===== src/rtl/creator_pkg.sv =====
package creator_pkg;

  // ----------------------------------------
  // Bus widths
  // ----------------------------------------
  localparam int ADDR_WIDTH    = 15;
  localparam int DATA_WIDTH    = 16;
  localparam int SLV_SEL_WIDTH = 3;

  typedef logic [ADDR_WIDTH-1:0]    addr_t;
  typedef logic [DATA_WIDTH-1:0]    word_t;
  typedef logic [3:0]               reg_off_t;
  typedef logic [SLV_SEL_WIDTH-1:0] slv_sel_t;

  // ----------------------------------------
  // Address map
  // ----------------------------------------
  // Config block at byte 0x0000, GPIO at 0x4000
  localparam slv_sel_t SEL_CONFIG = 3'b000;
  localparam slv_sel_t SEL_GPIO   = 3'b100;

  // Config register offsets, version LSW first
  localparam reg_off_t CFG_VERSION0   = 4'd0;
  localparam reg_off_t CFG_VERSION1   = 4'd1;
  localparam reg_off_t CFG_VERSION2   = 4'd2;
  localparam reg_off_t CFG_VERSION3   = 4'd3;
  localparam reg_off_t CFG_MIC_GAIN   = 4'd4;
  localparam reg_off_t CFG_DAC_VOLUME = 4'd5;
  localparam reg_off_t CFG_DAC_FLAGS  = 4'd6;

  // GPIO register offsets
  localparam reg_off_t GPIO_DIR = 4'd0;
  localparam reg_off_t GPIO_OUT = 4'd1;
  localparam reg_off_t GPIO_IN  = 4'd2;

  // ----------------------------------------
  // Bus and configuration structs
  // ----------------------------------------
  typedef struct packed {
    logic  cyc;
    logic  stb;
    logic  we;
    addr_t adr;
    word_t dat;
  } bus_req_t;

  typedef struct packed {
    logic  ack;
    word_t dat;
  } bus_rsp_t;

  typedef struct packed {
    word_t mic_gain;
    word_t dac_volume;
    logic  dac_mute;
    logic  dac_hp_nspk;
  } dac_cfg_t;

endpackage


===== src/rtl/bus_arbiter.sv =====
`timescale 1ns/1ps

module bus_arbiter (
  input  logic                  clk,
  input  logic                  rst_n_i,
  input  creator_pkg::bus_req_t m0_req_i,
  input  creator_pkg::bus_req_t m1_req_i,
  output creator_pkg::bus_rsp_t m0_rsp_o,
  output creator_pkg::bus_rsp_t m1_rsp_o,
  output creator_pkg::bus_req_t bus_req_o,
  input  creator_pkg::bus_rsp_t bus_rsp_i
);

  typedef enum logic [1:0] {
    ARB_IDLE,
    ARB_M0,
    ARB_M1
  } arb_state_t;

  arb_state_t state_q;
  arb_state_t state_d;
  // Set when master 1 had the bus most recently
  logic       last_m1_q;

  // ----------------------------------------
  // Grant FSM
  // ----------------------------------------
  always_comb begin
    state_d = state_q;
    case (state_q)
      ARB_IDLE: begin
        if (m0_req_i.cyc && m1_req_i.cyc) begin
          // Both waiting, serve the one that went before last
          state_d = last_m1_q ? ARB_M0 : ARB_M1;
        end else if (m0_req_i.cyc) begin
          state_d = ARB_M0;
        end else if (m1_req_i.cyc) begin
          state_d = ARB_M1;
        end
      end
      ARB_M0: begin
        if (!m0_req_i.cyc) begin
          state_d = ARB_IDLE;
        end
      end
      ARB_M1: begin
        if (!m1_req_i.cyc) begin
          state_d = ARB_IDLE;
        end
      end
      default: state_d = ARB_IDLE;
    endcase
  end

  always_ff @(posedge clk) begin
    if (!rst_n_i) begin
      state_q   <= ARB_IDLE;
      last_m1_q <= 1'b1;
    end else begin
      state_q <= state_d;
      if (state_q == ARB_IDLE && state_d != ARB_IDLE) begin
        last_m1_q <= (state_d == ARB_M1);
      end
    end
  end

  // ----------------------------------------
  // Request mux and response steering
  // ----------------------------------------
  always_comb begin
    bus_req_o = '0;
    m0_rsp_o  = '0;
    m1_rsp_o  = '0;
    case (state_q)
      ARB_M0: begin
        bus_req_o = m0_req_i;
        m0_rsp_o  = bus_rsp_i;
      end
      ARB_M1: begin
        bus_req_o = m1_req_i;
        m1_rsp_o  = bus_rsp_i;
      end
      default: bus_req_o = '0;
    endcase
  end

  a_single_master_ack: assert property (@(posedge clk) disable iff (!rst_n_i)
    !(m0_rsp_o.ack && m1_rsp_o.ack));

endmodule


===== src/rtl/bus_decoder.sv =====
`timescale 1ns/1ps

module bus_decoder (
  input  logic                  clk,
  input  logic                  rst_n_i,
  input  creator_pkg::bus_req_t bus_req_i,
  output creator_pkg::bus_rsp_t bus_rsp_o,
  output creator_pkg::bus_req_t cfg_req_o,
  output creator_pkg::bus_req_t gpio_req_o,
  input  creator_pkg::bus_rsp_t cfg_rsp_i,
  input  creator_pkg::bus_rsp_t gpio_rsp_i
);

  creator_pkg::slv_sel_t slv_sel;
  logic                  hit_cfg;
  logic                  hit_gpio;
  logic                  hit_none;
  logic                  unmapped_ack_q;

  // Top address bits pick the slave
  assign slv_sel  = bus_req_i.adr[creator_pkg::ADDR_WIDTH-1 -: creator_pkg::SLV_SEL_WIDTH];
  assign hit_cfg  = (slv_sel == creator_pkg::SEL_CONFIG);
  assign hit_gpio = (slv_sel == creator_pkg::SEL_GPIO);
  assign hit_none = !hit_cfg && !hit_gpio;

  // ----------------------------------------
  // Request fan-out
  // ----------------------------------------
  // cyc and payload go to both slaves, stb only to the one addressed
  always_comb begin
    cfg_req_o      = bus_req_i;
    gpio_req_o     = bus_req_i;
    cfg_req_o.stb  = bus_req_i.stb && hit_cfg;
    gpio_req_o.stb = bus_req_i.stb && hit_gpio;
  end

  // ----------------------------------------
  // Unmapped region
  // ----------------------------------------
  // Same one-cycle ack as a real slave so the master never hangs
  always_ff @(posedge clk) begin
    if (!rst_n_i) begin
      unmapped_ack_q <= 1'b0;
    end else begin
      unmapped_ack_q <= bus_req_i.cyc && bus_req_i.stb && hit_none && !unmapped_ack_q;
    end
  end

  // ----------------------------------------
  // Response combining
  // ----------------------------------------
  always_comb begin
    if (hit_cfg) begin
      bus_rsp_o = cfg_rsp_i;
    end else if (hit_gpio) begin
      bus_rsp_o = gpio_rsp_i;
    end else begin
      bus_rsp_o.ack = unmapped_ack_q;
      bus_rsp_o.dat = '0;
    end
  end

  a_one_slave_strobe: assert property (@(posedge clk) disable iff (!rst_n_i)
    $onehot0({cfg_req_o.stb, gpio_req_o.stb}));

endmodule


===== src/rtl/config_regs.sv =====
`timescale 1ns/1ps

module config_regs #(
  parameter logic [63:0]        VERSION      = 64'hBAD2_6032_000A_0001,
  parameter creator_pkg::word_t GAIN_DEFAULT = 16'd3,
  parameter creator_pkg::word_t VOLUME_INIT  = 16'd15
) (
  input  logic                  clk,
  input  logic                  rst_n_i,
  input  creator_pkg::bus_req_t req_i,
  output creator_pkg::bus_rsp_t rsp_o,
  output creator_pkg::dac_cfg_t dac_cfg_o
);

  creator_pkg::reg_off_t offset;
  logic                  access;
  creator_pkg::word_t    rd_data;

  creator_pkg::word_t    gain_q;
  creator_pkg::word_t    volume_q;
  logic                  mute_q;
  logic                  hp_nspk_q;
  logic                  ack_q;
  creator_pkg::word_t    rd_data_q;

  assign offset = req_i.adr[3:0];
  // One access per cycle, the ack cycle itself is not a new access
  assign access = req_i.cyc && req_i.stb && !ack_q;

  // ----------------------------------------
  // Read mux
  // ----------------------------------------
  always_comb begin
    case (offset)
      creator_pkg::CFG_VERSION0:   rd_data = VERSION[15:0];
      creator_pkg::CFG_VERSION1:   rd_data = VERSION[31:16];
      creator_pkg::CFG_VERSION2:   rd_data = VERSION[47:32];
      creator_pkg::CFG_VERSION3:   rd_data = VERSION[63:48];
      creator_pkg::CFG_MIC_GAIN:   rd_data = gain_q;
      creator_pkg::CFG_DAC_VOLUME: rd_data = volume_q;
      creator_pkg::CFG_DAC_FLAGS:  rd_data = {14'd0, hp_nspk_q, mute_q};
      default:                     rd_data = '0;
    endcase
  end

  // ----------------------------------------
  // Writable registers
  // ----------------------------------------
  always_ff @(posedge clk) begin
    if (!rst_n_i) begin
      gain_q    <= GAIN_DEFAULT;
      volume_q  <= VOLUME_INIT;
      mute_q    <= 1'b0;
      hp_nspk_q <= 1'b0;
    end else if (access && req_i.we) begin
      case (offset)
        creator_pkg::CFG_MIC_GAIN:   gain_q <= req_i.dat;
        creator_pkg::CFG_DAC_VOLUME: volume_q <= req_i.dat;
        creator_pkg::CFG_DAC_FLAGS: begin
          mute_q    <= req_i.dat[0];
          hp_nspk_q <= req_i.dat[1];
        end
        // Version words and spare offsets are read-only
        default: ;
      endcase
    end
  end

  // ----------------------------------------
  // Acknowledge
  // ----------------------------------------
  always_ff @(posedge clk) begin
    if (!rst_n_i) begin
      ack_q <= 1'b0;
    end else begin
      ack_q <= access;
    end
  end

  // Captured with the ack so data is valid in the ack cycle
  always_ff @(posedge clk) begin
    rd_data_q <= rd_data;
  end

  assign rsp_o.ack = ack_q;
  assign rsp_o.dat = rd_data_q;

  assign dac_cfg_o.mic_gain    = gain_q;
  assign dac_cfg_o.dac_volume  = volume_q;
  assign dac_cfg_o.dac_mute    = mute_q;
  assign dac_cfg_o.dac_hp_nspk = hp_nspk_q;

  a_ack_after_strobe: assert property (@(posedge clk) disable iff (!rst_n_i)
    ack_q |-> $past(req_i.cyc && req_i.stb));

endmodule


===== src/rtl/gpio_port.sv =====
`timescale 1ns/1ps

module gpio_port #(
  parameter int GPIO_WIDTH = 16
) (
  input  logic                  clk,
  input  logic                  rst_n_i,
  input  creator_pkg::bus_req_t req_i,
  output creator_pkg::bus_rsp_t rsp_o,
  input  logic [GPIO_WIDTH-1:0] gpio_in_i,
  output logic [GPIO_WIDTH-1:0] gpio_out_o,
  output logic [GPIO_WIDTH-1:0] gpio_oe_o
);

  creator_pkg::reg_off_t offset;
  logic                  access;
  creator_pkg::word_t    rd_data;

  logic [GPIO_WIDTH-1:0] dir_q;
  logic [GPIO_WIDTH-1:0] out_q;
  logic [GPIO_WIDTH-1:0] in_meta_q;
  logic [GPIO_WIDTH-1:0] in_sync_q;
  logic                  ack_q;
  creator_pkg::word_t    rd_data_q;

  assign offset = req_i.adr[3:0];
  assign access = req_i.cyc && req_i.stb && !ack_q;

  // Two-stage input synchronizer
  always_ff @(posedge clk) begin
    if (!rst_n_i) begin
      in_meta_q <= '0;
      in_sync_q <= '0;
    end else begin
      in_meta_q <= gpio_in_i;
      in_sync_q <= in_meta_q;
    end
  end

  // ----------------------------------------
  // Register access
  // ----------------------------------------
  always_comb begin
    rd_data = '0;
    case (offset)
      creator_pkg::GPIO_DIR: rd_data[GPIO_WIDTH-1:0] = dir_q;
      creator_pkg::GPIO_OUT: rd_data[GPIO_WIDTH-1:0] = out_q;
      creator_pkg::GPIO_IN:  rd_data[GPIO_WIDTH-1:0] = in_sync_q;
      default:               rd_data = '0;
    endcase
  end

  always_ff @(posedge clk) begin
    if (!rst_n_i) begin
      dir_q <= '0;
      out_q <= '0;
      ack_q <= 1'b0;
    end else begin
      ack_q <= access;
      if (access && req_i.we) begin
        // GPIO_IN writes fall through to nothing
        if (offset == creator_pkg::GPIO_DIR) dir_q <= req_i.dat[GPIO_WIDTH-1:0];
        if (offset == creator_pkg::GPIO_OUT) out_q <= req_i.dat[GPIO_WIDTH-1:0];
      end
    end
  end

  always_ff @(posedge clk) begin
    rd_data_q <= rd_data;
  end

  assign rsp_o.ack  = ack_q;
  assign rsp_o.dat  = rd_data_q;
  assign gpio_out_o = out_q;
  assign gpio_oe_o  = dir_q;

endmodule


===== src/rtl/creator_bus_top.sv =====
`timescale 1ns/1ps

module creator_bus_top #(
  parameter logic [63:0]        VERSION      = 64'hBAD2_6032_000A_0001,
  parameter creator_pkg::word_t GAIN_DEFAULT = 16'd3,
  parameter creator_pkg::word_t VOLUME_INIT  = 16'd15,
  parameter int                 GPIO_WIDTH   = 16
) (
  input  logic                  clk,
  input  logic                  rst_n_i,
  input  creator_pkg::bus_req_t m0_req_i,
  input  creator_pkg::bus_req_t m1_req_i,
  output creator_pkg::bus_rsp_t m0_rsp_o,
  output creator_pkg::bus_rsp_t m1_rsp_o,
  output creator_pkg::dac_cfg_t dac_cfg_o,
  input  logic [GPIO_WIDTH-1:0] gpio_in_i,
  output logic [GPIO_WIDTH-1:0] gpio_out_o,
  output logic [GPIO_WIDTH-1:0] gpio_oe_o
);

  creator_pkg::bus_req_t bus_req;
  creator_pkg::bus_rsp_t bus_rsp;
  creator_pkg::bus_req_t cfg_req;
  creator_pkg::bus_rsp_t cfg_rsp;
  creator_pkg::bus_req_t gpio_req;
  creator_pkg::bus_rsp_t gpio_rsp;

  // ----------------------------------------
  // Interconnect
  // ----------------------------------------
  bus_arbiter u_arbiter (
    .clk      (clk),
    .rst_n_i  (rst_n_i),
    .m0_req_i (m0_req_i),
    .m1_req_i (m1_req_i),
    .m0_rsp_o (m0_rsp_o),
    .m1_rsp_o (m1_rsp_o),
    .bus_req_o(bus_req),
    .bus_rsp_i(bus_rsp)
  );

  bus_decoder u_decoder (
    .clk       (clk),
    .rst_n_i   (rst_n_i),
    .bus_req_i (bus_req),
    .bus_rsp_o (bus_rsp),
    .cfg_req_o (cfg_req),
    .gpio_req_o(gpio_req),
    .cfg_rsp_i (cfg_rsp),
    .gpio_rsp_i(gpio_rsp)
  );

  // ----------------------------------------
  // Slaves
  // ----------------------------------------
  config_regs #(
    .VERSION     (VERSION),
    .GAIN_DEFAULT(GAIN_DEFAULT),
    .VOLUME_INIT (VOLUME_INIT)
  ) u_config (
    .clk      (clk),
    .rst_n_i  (rst_n_i),
    .req_i    (cfg_req),
    .rsp_o    (cfg_rsp),
    .dac_cfg_o(dac_cfg_o)
  );

  gpio_port #(
    .GPIO_WIDTH(GPIO_WIDTH)
  ) u_gpio (
    .clk       (clk),
    .rst_n_i   (rst_n_i),
    .req_i     (gpio_req),
    .rsp_o     (gpio_rsp),
    .gpio_in_i (gpio_in_i),
    .gpio_out_o(gpio_out_o),
    .gpio_oe_o (gpio_oe_o)
  );

endmodule


===== config.mk =====
export PLATFORM = sky130hd
export DESIGN_NAME = creator_bus_top
export DESIGN_NICKNAME = d
export VERILOG_FILES = /design/src/rtl/creator_pkg.sv /design/src/rtl/bus_arbiter.sv /design/src/rtl/bus_decoder.sv /design/src/rtl/config_regs.sv /design/src/rtl/gpio_port.sv /design/src/rtl/creator_bus_top.sv
export SDC_FILE = /design/constraint.sdc
export NUM_CORES = 1
export LEC_CHECK = 0
export ABC_AREA = 0
export BUFFER_PORTS_ARGS = -buffer_cell sky130_fd_sc_hd__buf_2
export CAP_MARGIN = 15
export CORE_ASPECT_RATIO = 1.4
export CORE_MARGIN = 1.5
export CORE_UTILIZATION = 57
export CTS_CLUSTER_SIZE = 16
export DETAILED_ROUTE_END_ITERATION = 10
export GPL_ROUTABILITY_DRIVEN = 0
export PLACE_DENSITY = 0.86
export SYNTH_ARGS = -nofsm -noshare
export SYNTH_HDL_FRONTEND = slang
export SYNTH_HIERARCHICAL = 1
export SYNTH_SLANG_ARGS = --single-unit

===== constraint.sdc =====
create_clock -name clk -period 7.2 [get_ports clk]
set_input_delay 0.36 -clock clk [delete_from_list [all_inputs] [get_ports clk]]
set_output_delay 0.36 -clock clk [all_outputs]
set_load 0.05 [all_outputs]

* Yosys cells after proc, flatten, opt, wreduce, memory -nomap -nowiden
Cells that the tools add are included.
** Word-level totals
- Register bits :: 136
- Logic and storage cells :: 67
- RAM bits :: 0
- Memories :: 0
- Output and inout port bits :: 100
- Memory bits (read-only) :: 0
- Bits in latches :: 0
- Input port bits :: 86
** Cells by class
- $add $sub $neg :: 0
- Bitwise gates (word level) :: 0
- Multiply operators :: 0
- Divide/modulo/power cells :: 0
- Muxes and demuxes :: 14
- Order comparisons :: 0
- Reductions and logical operators :: 28
- Shift-type cells :: 0
- Equal/unequal tests :: 10
** Operators with widths (number)
- one-hot mux 16 bit (7 select lines) :: 1
- two-way mux 17 bit :: 4
- one-hot mux 34 bit (2 select lines) :: 1
- one-hot mux 16 bit (3 select lines) :: 1
- logical AND 1 bit :: 14
- == test 4 x 3 -> 1 bit, second input constant :: 3
- two-way mux 2 bit :: 6
- AND reduction 2 bit :: 5
- == test 4 x 2 -> 1 bit, second input constant :: 2
- one-hot mux 2 bit (3 select lines) :: 1
- logical NOT 1 bit :: 5
- == test 2 bit, second input constant :: 2
- == test 4 x 1 -> 1 bit, second input constant :: 1
- logical NOT 4 bit :: 1
- == test 3 bit, second input constant :: 1
- logical NOT 3 bit :: 1
- == test 2 x 1 -> 1 bit, second input constant :: 1
- logical NOT 2 bit :: 1
- nonzero test 2 bit :: 1

* Logic depth before layout (Yosys ltp)
Gate-level depths: netlist (run 1).
- Depth after elaboration :: 8
- Gate-level depth with buffers :: 14
- Mapped depth without buffers :: 9

* Hierarchy
Netlist (run 1), hierarchy kept.
** Modules (own cells, without submodules)
- gpio_port :: instances 1, cells each 249, sequential area each 1621.6 sq um, area each 2742.6 sq um
- config_regs :: instances 1, cells each 221, sequential area each 1021.0 sq um, area each 2133.3 sq um
- bus_arbiter :: instances 1, cells each 147, sequential area each 60.1 sq um, area each 1004.7 sq um
- bus_decoder :: instances 1, cells each 112, sequential area each 20.0 sq um, area each 837.1 sq um

* Worst setup path before layout (run 1)
OpenSTA, ideal clock, no wires.
- Path type :: register to register
- Start :: register u_arbiter.state_q[0]
- End :: register u_config.volume_q[11]
- Clock period less this slack :: 3026 ps
- Buffers on the path :: 5
- Setup time :: 119 ps
- Setup slack :: 4174 ps
- Stages on the path, launching flop included :: 15
- Arrival :: 2906 ps
- Required time :: 7081 ps
- Cells stage by stage :: dfxtp_1 -> inv_1 -> ha_1 -> buf_2 -> buf_2 -> a22oi_1 -> nor2b_1 -> or2_1 -> buf_6 -> nor3b_1 -> nand4b_1 -> or4b_4 -> buf_6 -> buf_12 -> mux2i_1
** RTL lines
- start: declaration :: line bus_arbiter.sv:20 : arb_state_t state_q;
- start signal: assignment :: line bus_arbiter.sv:60 : state_q <= state_d;
- end signal: assignment :: line config_regs.sv:58 : creator_pkg::CFG_DAC_VOLUME: volume_q <= req_i.dat;
- end: declaration :: line config_regs.sv:20 : creator_pkg::word_t volume_q;

==> flow_summary.json, run 1 <==
{
  "cts-root-buf": "clkbuf_16",
  "path_class": "reg -> reg",
  "final_cells": 942,
  "clkSinkCount": 136,
  "die_y_um": 129,
  "grt_pass1_vias": 5143,
  "num-fill-cells": 844,
  "drive_gt1_share_pct": 27.6,
  "mostFrequentLayoutCell": "buf_2",
  "numPortBuffers": 169,
  "worstSetupStartpointType": "flop",
  "required_ns": 7.52,
  "route.detailed.wl_per_inst_um": 18.3,
  "dieArea_sq_mm": 0.0120,
  "grt_max_degree": 73,
  "worst_setup_path_end_kind": "flop",
  "wl_mm": 17.3,
  "syn_nets": 781,
  "synthesis.area_sq_mm": 0.00644,
  "die_w_um": 92.9,
  "cts_resized": 0,
  "finClkSkew_ns": 0.00773,
  "setup_ws_ns": 2.68,
  "min_period_ns": 4.52,
  "fmax_mhz": 221,
  "start_util_pct": 59.0,
  "cts_hold_buffers": 0,
  "hold_path_class": "in -> reg",
  "worstSkewPairLatency_ns": 0.42,
  "hpwl_mm": 12.1,
  "hold_end": "u_gpio/in_meta_q[4]",
  "holdCritStartpoint": "gpio_in_i[4]",
  "reg2reg_depth": 8,
  "slew_violations": 0,
  "timing.rr.start": "u_arbiter/state_q[0]",
  "r2r_setup_slack_ns": 2.68,
  "antenna_found_initial": 1,
  "syn_avg_cell_area_sq_um": 9.32,
  "grt_util_all_layers_pct": 28.5,
  "grt-ovfl-total": 0,
  "cts_max_path_buffers": 2,
  "cap_violations": 0,
  "place_ws_ns": 2.87,
  "synthCells": 691,
  "dp_cells": 909,
  "hold_viol": 0,
  "ant_nets": 0,
  "grt_pass1_wl_mm": 26.0,
  "cp_max_fo": 28,
  "rows": 45,
  "viasPerCell": 5.63,
  "power.density_mw_per_mm2": 244,
  "vias": 5303,
  "power.leakage_uw": 0.00327,
  "drt-initial-drc-count": 488,
  "numCtsBuffers": 17,
  "outcome": "finished clean",
  "io_pins": 186,
  "cts_tree": "built",
  "fin_crit_sh_pct": 62.8,
  "yosysWarnings": 6,
  "ir_drop_mv": 0.177,
  "worstPathArrival_ns": 4.84,
  "drc": 0,
  "final_nets": 878,
  "max_slew.worst_pin.slew_ns": 1.17,
  "setup_viol": 0,
  "finalSetupTns_ns": 0,
  "rsz0062_at_grt": "no",
  "design.core.area_sq_mm": 0.0109,
  "layout_common_cells": "buf_2, dfxtp_1, nand2_1",
  "r2r-end": "u_gpio/gpio_out_o[14]",
  "post-cts-setup-buffer-count": 0,
  "maxSlewHeadroom_pct": 22.0,
  "drt_first_pass_iters": 5,
  "area_growth_syn_to_layout_pct": 15.4,
  "hold_depth": 2,
  "clkTransAtPathRegs_ns": 0.06,
  "htreeDepth": 4
}
## metal layers
metal / global-route usage [%] / wire [um] / up-vias
li1: - / - / 2474
met1: 31.7 / 6570 / 2498
met2: 48.6 / 8570 / 276
met3: 7.21 / 1270 / 55
met4: 16.8 / 864 / 0
met5: 0 / 0 / -
## metrics by stage
stage | hold WS, ns | util, % | total power, uW | area, sq um
after floorplan | 0.412 | - | 968 | 6440
after detailed placement | 0.419 | 62.7 | 1000 | 6850
after global routing | 0.139 | 68.0 | 1870 | 7430
after CTS | 0.135 | 67.9 | 1820 | 7420
final | 0.144 | 68.1 | 1810 | 7430
after global placement | 0.417 | 62.7 | 992 | 6850
## how the worst max path moves through the flow
stage                                     from                     to  slack (ns)  cells after the start
final                     u_arbiter/state_q[0]  u_gpio/gpio_out_o[14]        2.68                      8
after global routing      u_arbiter/state_q[0]  u_gpio/gpio_out_o[14]        2.53                      8
after CTS                 u_arbiter/state_q[0]  u_gpio/gpio_out_o[14]        2.77                      8
after detailed placement  u_arbiter/state_q[0]    u_gpio/gpio_oe_o[6]        2.87                      8
after global placement    u_arbiter/state_q[0]  u_gpio/gpio_out_o[14]        3.01                      8
after floorplan           u_arbiter/state_q[0]  u_config/volume_q[11]        4.24                     14
## cell type report
| class | instances | area [sq um] | share of cell area (%) |
|---|---|---|---|
| Antenna cell | 1 | 2.50 | 0.0337 |
| Clock buffer | 17 | 425 | 5.72 |
| Clock inverter | 14 | 139 | 1.87 |
| Inverter | 31 | 116 | 1.57 |
| Multi-Input combinational cell | 425 | 2940 | 39.5 |
| Sequential cell | 136 | 2720 | 36.6 |
| Tap cell | 141 | 176 | 2.37 |
| Timing Repair Buffer | 177 | 916 | 12.3 |
## worst max-delay path, stage by stage, from the launching register on
cell and delay, ns:
dfxtp_1 0.45, ha_1 0.71, buf_4 0.39, a22oi_1 0.14
nor2b_1 0.13, buf_4 0.29, nor4b_4 0.91, and3_1 1.04
mux2i_1 0.34
## report_power, final
group	switching (uW)	leakage, uW	internal (uW)
Combinational	136	0.00190	78.2
Sequential	7.70	0.00110	769
Clock	342	0.000269	481
## registers in the layout, indices dropped and copies added (netlist names), 2 cells and up
register and count:
u_arbiter/state_q 2, u_gpio/gpio_oe_o 16, u_config/volume_q 16, u_gpio/in_sync_q 16, u_config/rd_data_q 16, u_gpio/in_meta_q 16
u_gpio/gpio_out_o 16, u_gpio/rd_data_q 16, u_config/gain_q 16
Power figures use the tool's default switching activity.
==> run 2, diff against run 1 <==
--- a/config.mk
+++ b/config.mk
@@ -10,11 +10,11 @@
 export CAP_MARGIN = 15
 export CORE_ASPECT_RATIO = 1.4
 export CORE_MARGIN = 1.5
-export CORE_UTILIZATION = 57
+export CORE_UTILIZATION = 48
 export CTS_CLUSTER_SIZE = 16
 export DETAILED_ROUTE_END_ITERATION = 10
 export GPL_ROUTABILITY_DRIVEN = 0
-export PLACE_DENSITY = 0.86
+export PLACE_DENSITY = 0.77
 export SYNTH_ARGS = -nofsm -noshare
 export SYNTH_HDL_FRONTEND = slang
 export SYNTH_HIERARCHICAL = 1
==> constraint.sdc (replaced) <==
create_clock -name clk -period 3.75 [get_ports clk]
set_input_delay 0.1875 -clock clk [delete_from_list [all_inputs] [get_ports clk]]
set_output_delay 0.1875 -clock clk [all_outputs]
set_load 0.05 [all_outputs]
==> run 2 against run 1 <==
Sequential share of layout area decreased by 1.4 points. Setup slack lost 2.2 ns. Die area increased by 18%. Utilization fell by 8.6 points. Sequential power is 92% higher. Cell count rose by 6.9%. Total power rose by 96%. Global-route usage shrank 5.1 points. Register-to-register slack got worse by 2.1 ns. Critical endpoint is now m1_rsp_o[7].
==> flow_summary.json, run 2 (same netlist as run 1, synthesis figures left out) <==
{
  "outcome": "finished clean",
  "power.leakage_uw": 0.00341,
  "drc": 0,
  "drt_first_pass_iters": 8,
  "grt_util_all_layers_pct": 23.4,
  "design.core.area_sq_mm": 0.0130,
  "io_pins": 186,
  "viasPerCell": 5.17,
  "worstPathArrival_ns": 3.08,
  "route.detailed.wl_per_inst_um": 16.5,
  "area_growth_syn_to_layout_pct": 20.0,
  "vias": 5211,
  "hold_depth": 3,
  "grt_max_degree": 97,
  "rsz0062_at_grt": "no",
  "cts_hold_buffers": 16,
  "min_period_ns": 3.27,
  "die_w_um": 101,
  "path_class": "reg -> out",
  "drt-initial-drc-count": 352,
  "final_cells": 1007,
  "clkSinkCount": 136,
  "hpwl_mm": 12.1,
  "reg2reg_depth": 9,
  "holdCritStartpoint": "m1_req_i[33]",
  "worst_setup_path_end_kind": "output pin",
  "ir_drop_mv": 0.406,
  "numPortBuffers": 169,
  "drive_gt1_share_pct": 28.2,
  "finalSetupTns_ns": 0,
  "post-cts-setup-buffer-count": 0,
  "setup_viol": 0,
  "mostFrequentLayoutCell": "buf_2",
  "hold_end": "u_arbiter/state_q[1]",
  "layout_common_cells": "buf_2, dfxtp_1, nand2_1",
  "start_util_pct": 49.6,
  "cp_max_fo": 20,
  "power.density_mw_per_mm2": 459,
  "final_nets": 906,
  "r2r_setup_slack_ns": 0.59,
  "clkTransAtPathRegs_ns": 0.06,
  "fmax_mhz": 306,
  "hold_path_class": "in -> reg",
  "finClkSkew_ns": 0.00475,
  "fin_crit_sh_pct": 87.1,
  "cts-root-buf": "clkbuf_16",
  "cap_violations": 0,
  "grt_pass1_wl_mm": 25.1,
  "timing.rr.start": "u_arbiter/state_q[0]",
  "wl_mm": 16.6,
  "required_ns": 3.56,
  "worstSetupStartpointType": "flop",
  "hold_viol": 0,
  "antenna_found_initial": 0,
  "dp_cells": 959,
  "cts_max_path_buffers": 2,
  "htreeDepth": 4,
  "rows": 49,
  "numCtsBuffers": 17,
  "maxSlewHeadroom_pct": 41.3,
  "cts_tree": "built",
  "max_slew.worst_pin.slew_ns": 0.880,
  "grt-ovfl-total": 0,
  "slew_violations": 0,
  "worstSkewPairLatency_ns": 0.42,
  "die_y_um": 140,
  "grt_pass1_vias": 4819,
  "n_antenna_cell": 0,
  "r2r-end": "u_gpio/gpio_out_o[9]",
  "ant_nets": 0,
  "dieArea_sq_mm": 0.0141,
  "cts_resized": 0
}
## run 2: worst max path at each step
stage | start | end | slack [ns]
after floorplan | u_arbiter/state_q[0] | u_config/volume_q[11] | 0.79
after global placement | u_arbiter/state_q[0] | u_config/volume_q[12] | 0.72
after detailed placement | u_arbiter/state_q[0] | u_gpio/gpio_out_o[5] | 0.67
after CTS | u_arbiter/state_q[0] | m1_rsp_o[6] | 0.46
after global routing | u_arbiter/state_q[0] | m1_rsp_o[6] | 0.28
final | u_arbiter/state_q[0] | m1_rsp_o[7] | 0.48
## run 2: per-stage QoR
step	hold slack (ns)	area, sq um	total power (uW)	util (%)	setup slack [ns]
floorplan	0.309	6440	1860	-	0.792
global placement	0.389	6990	1930	53.8	0.720
detailed placement	0.393	6990	1940	53.8	0.665
CTS	0.0730	7730	3560	59.5	0.459
global route	0.0881	7730	3670	59.5	0.280
finish	0.0857	7730	3550	59.5	0.483
## run 2: report_power, final
group | switching, uW | internal (uW) | leakage, uW | total [uW]
Sequential | 14.7 | 1480 | 0.00110 | 1490
Combinational | 260 | 172 | 0.00202 | 431
Clock | 685 | 941 | 0.000280 | 1630
Total | 959 | 2590 | 0.00341 | 3550
## run 2: worst max-delay path, cell delays in order (launching register included)
cell	delay, ns
dfxtp_1	0.47
ha_1	0.42
buf_4	0.34
a22oi_1	0.15
nor2b_2	0.17
buf_4	0.31
mux2i_1	0.32
nor2_1	0.11
and2_1	0.16
buf_2	0.20
## run 2: layout make-up
cell class                      instances  area (sq um)
Inverter                               31           116
Fill cell                            1154          5260
Clock buffer                           17           425
Timing Repair Buffer                  205          1160
Clock inverter                         15           161
Tap cell                              178           223
Sequential cell                       136          2720
Multi-Input combinational cell        425          2930
## run 2: layer usage
layer	wire, um	vias up	global-route usage [%]
li1	-	2526	-
met1	6610	2414	28.0
met2	8270	231	39.0
met3	1110	40	5.54
met4	625	0	11.4
met5	0	-	0
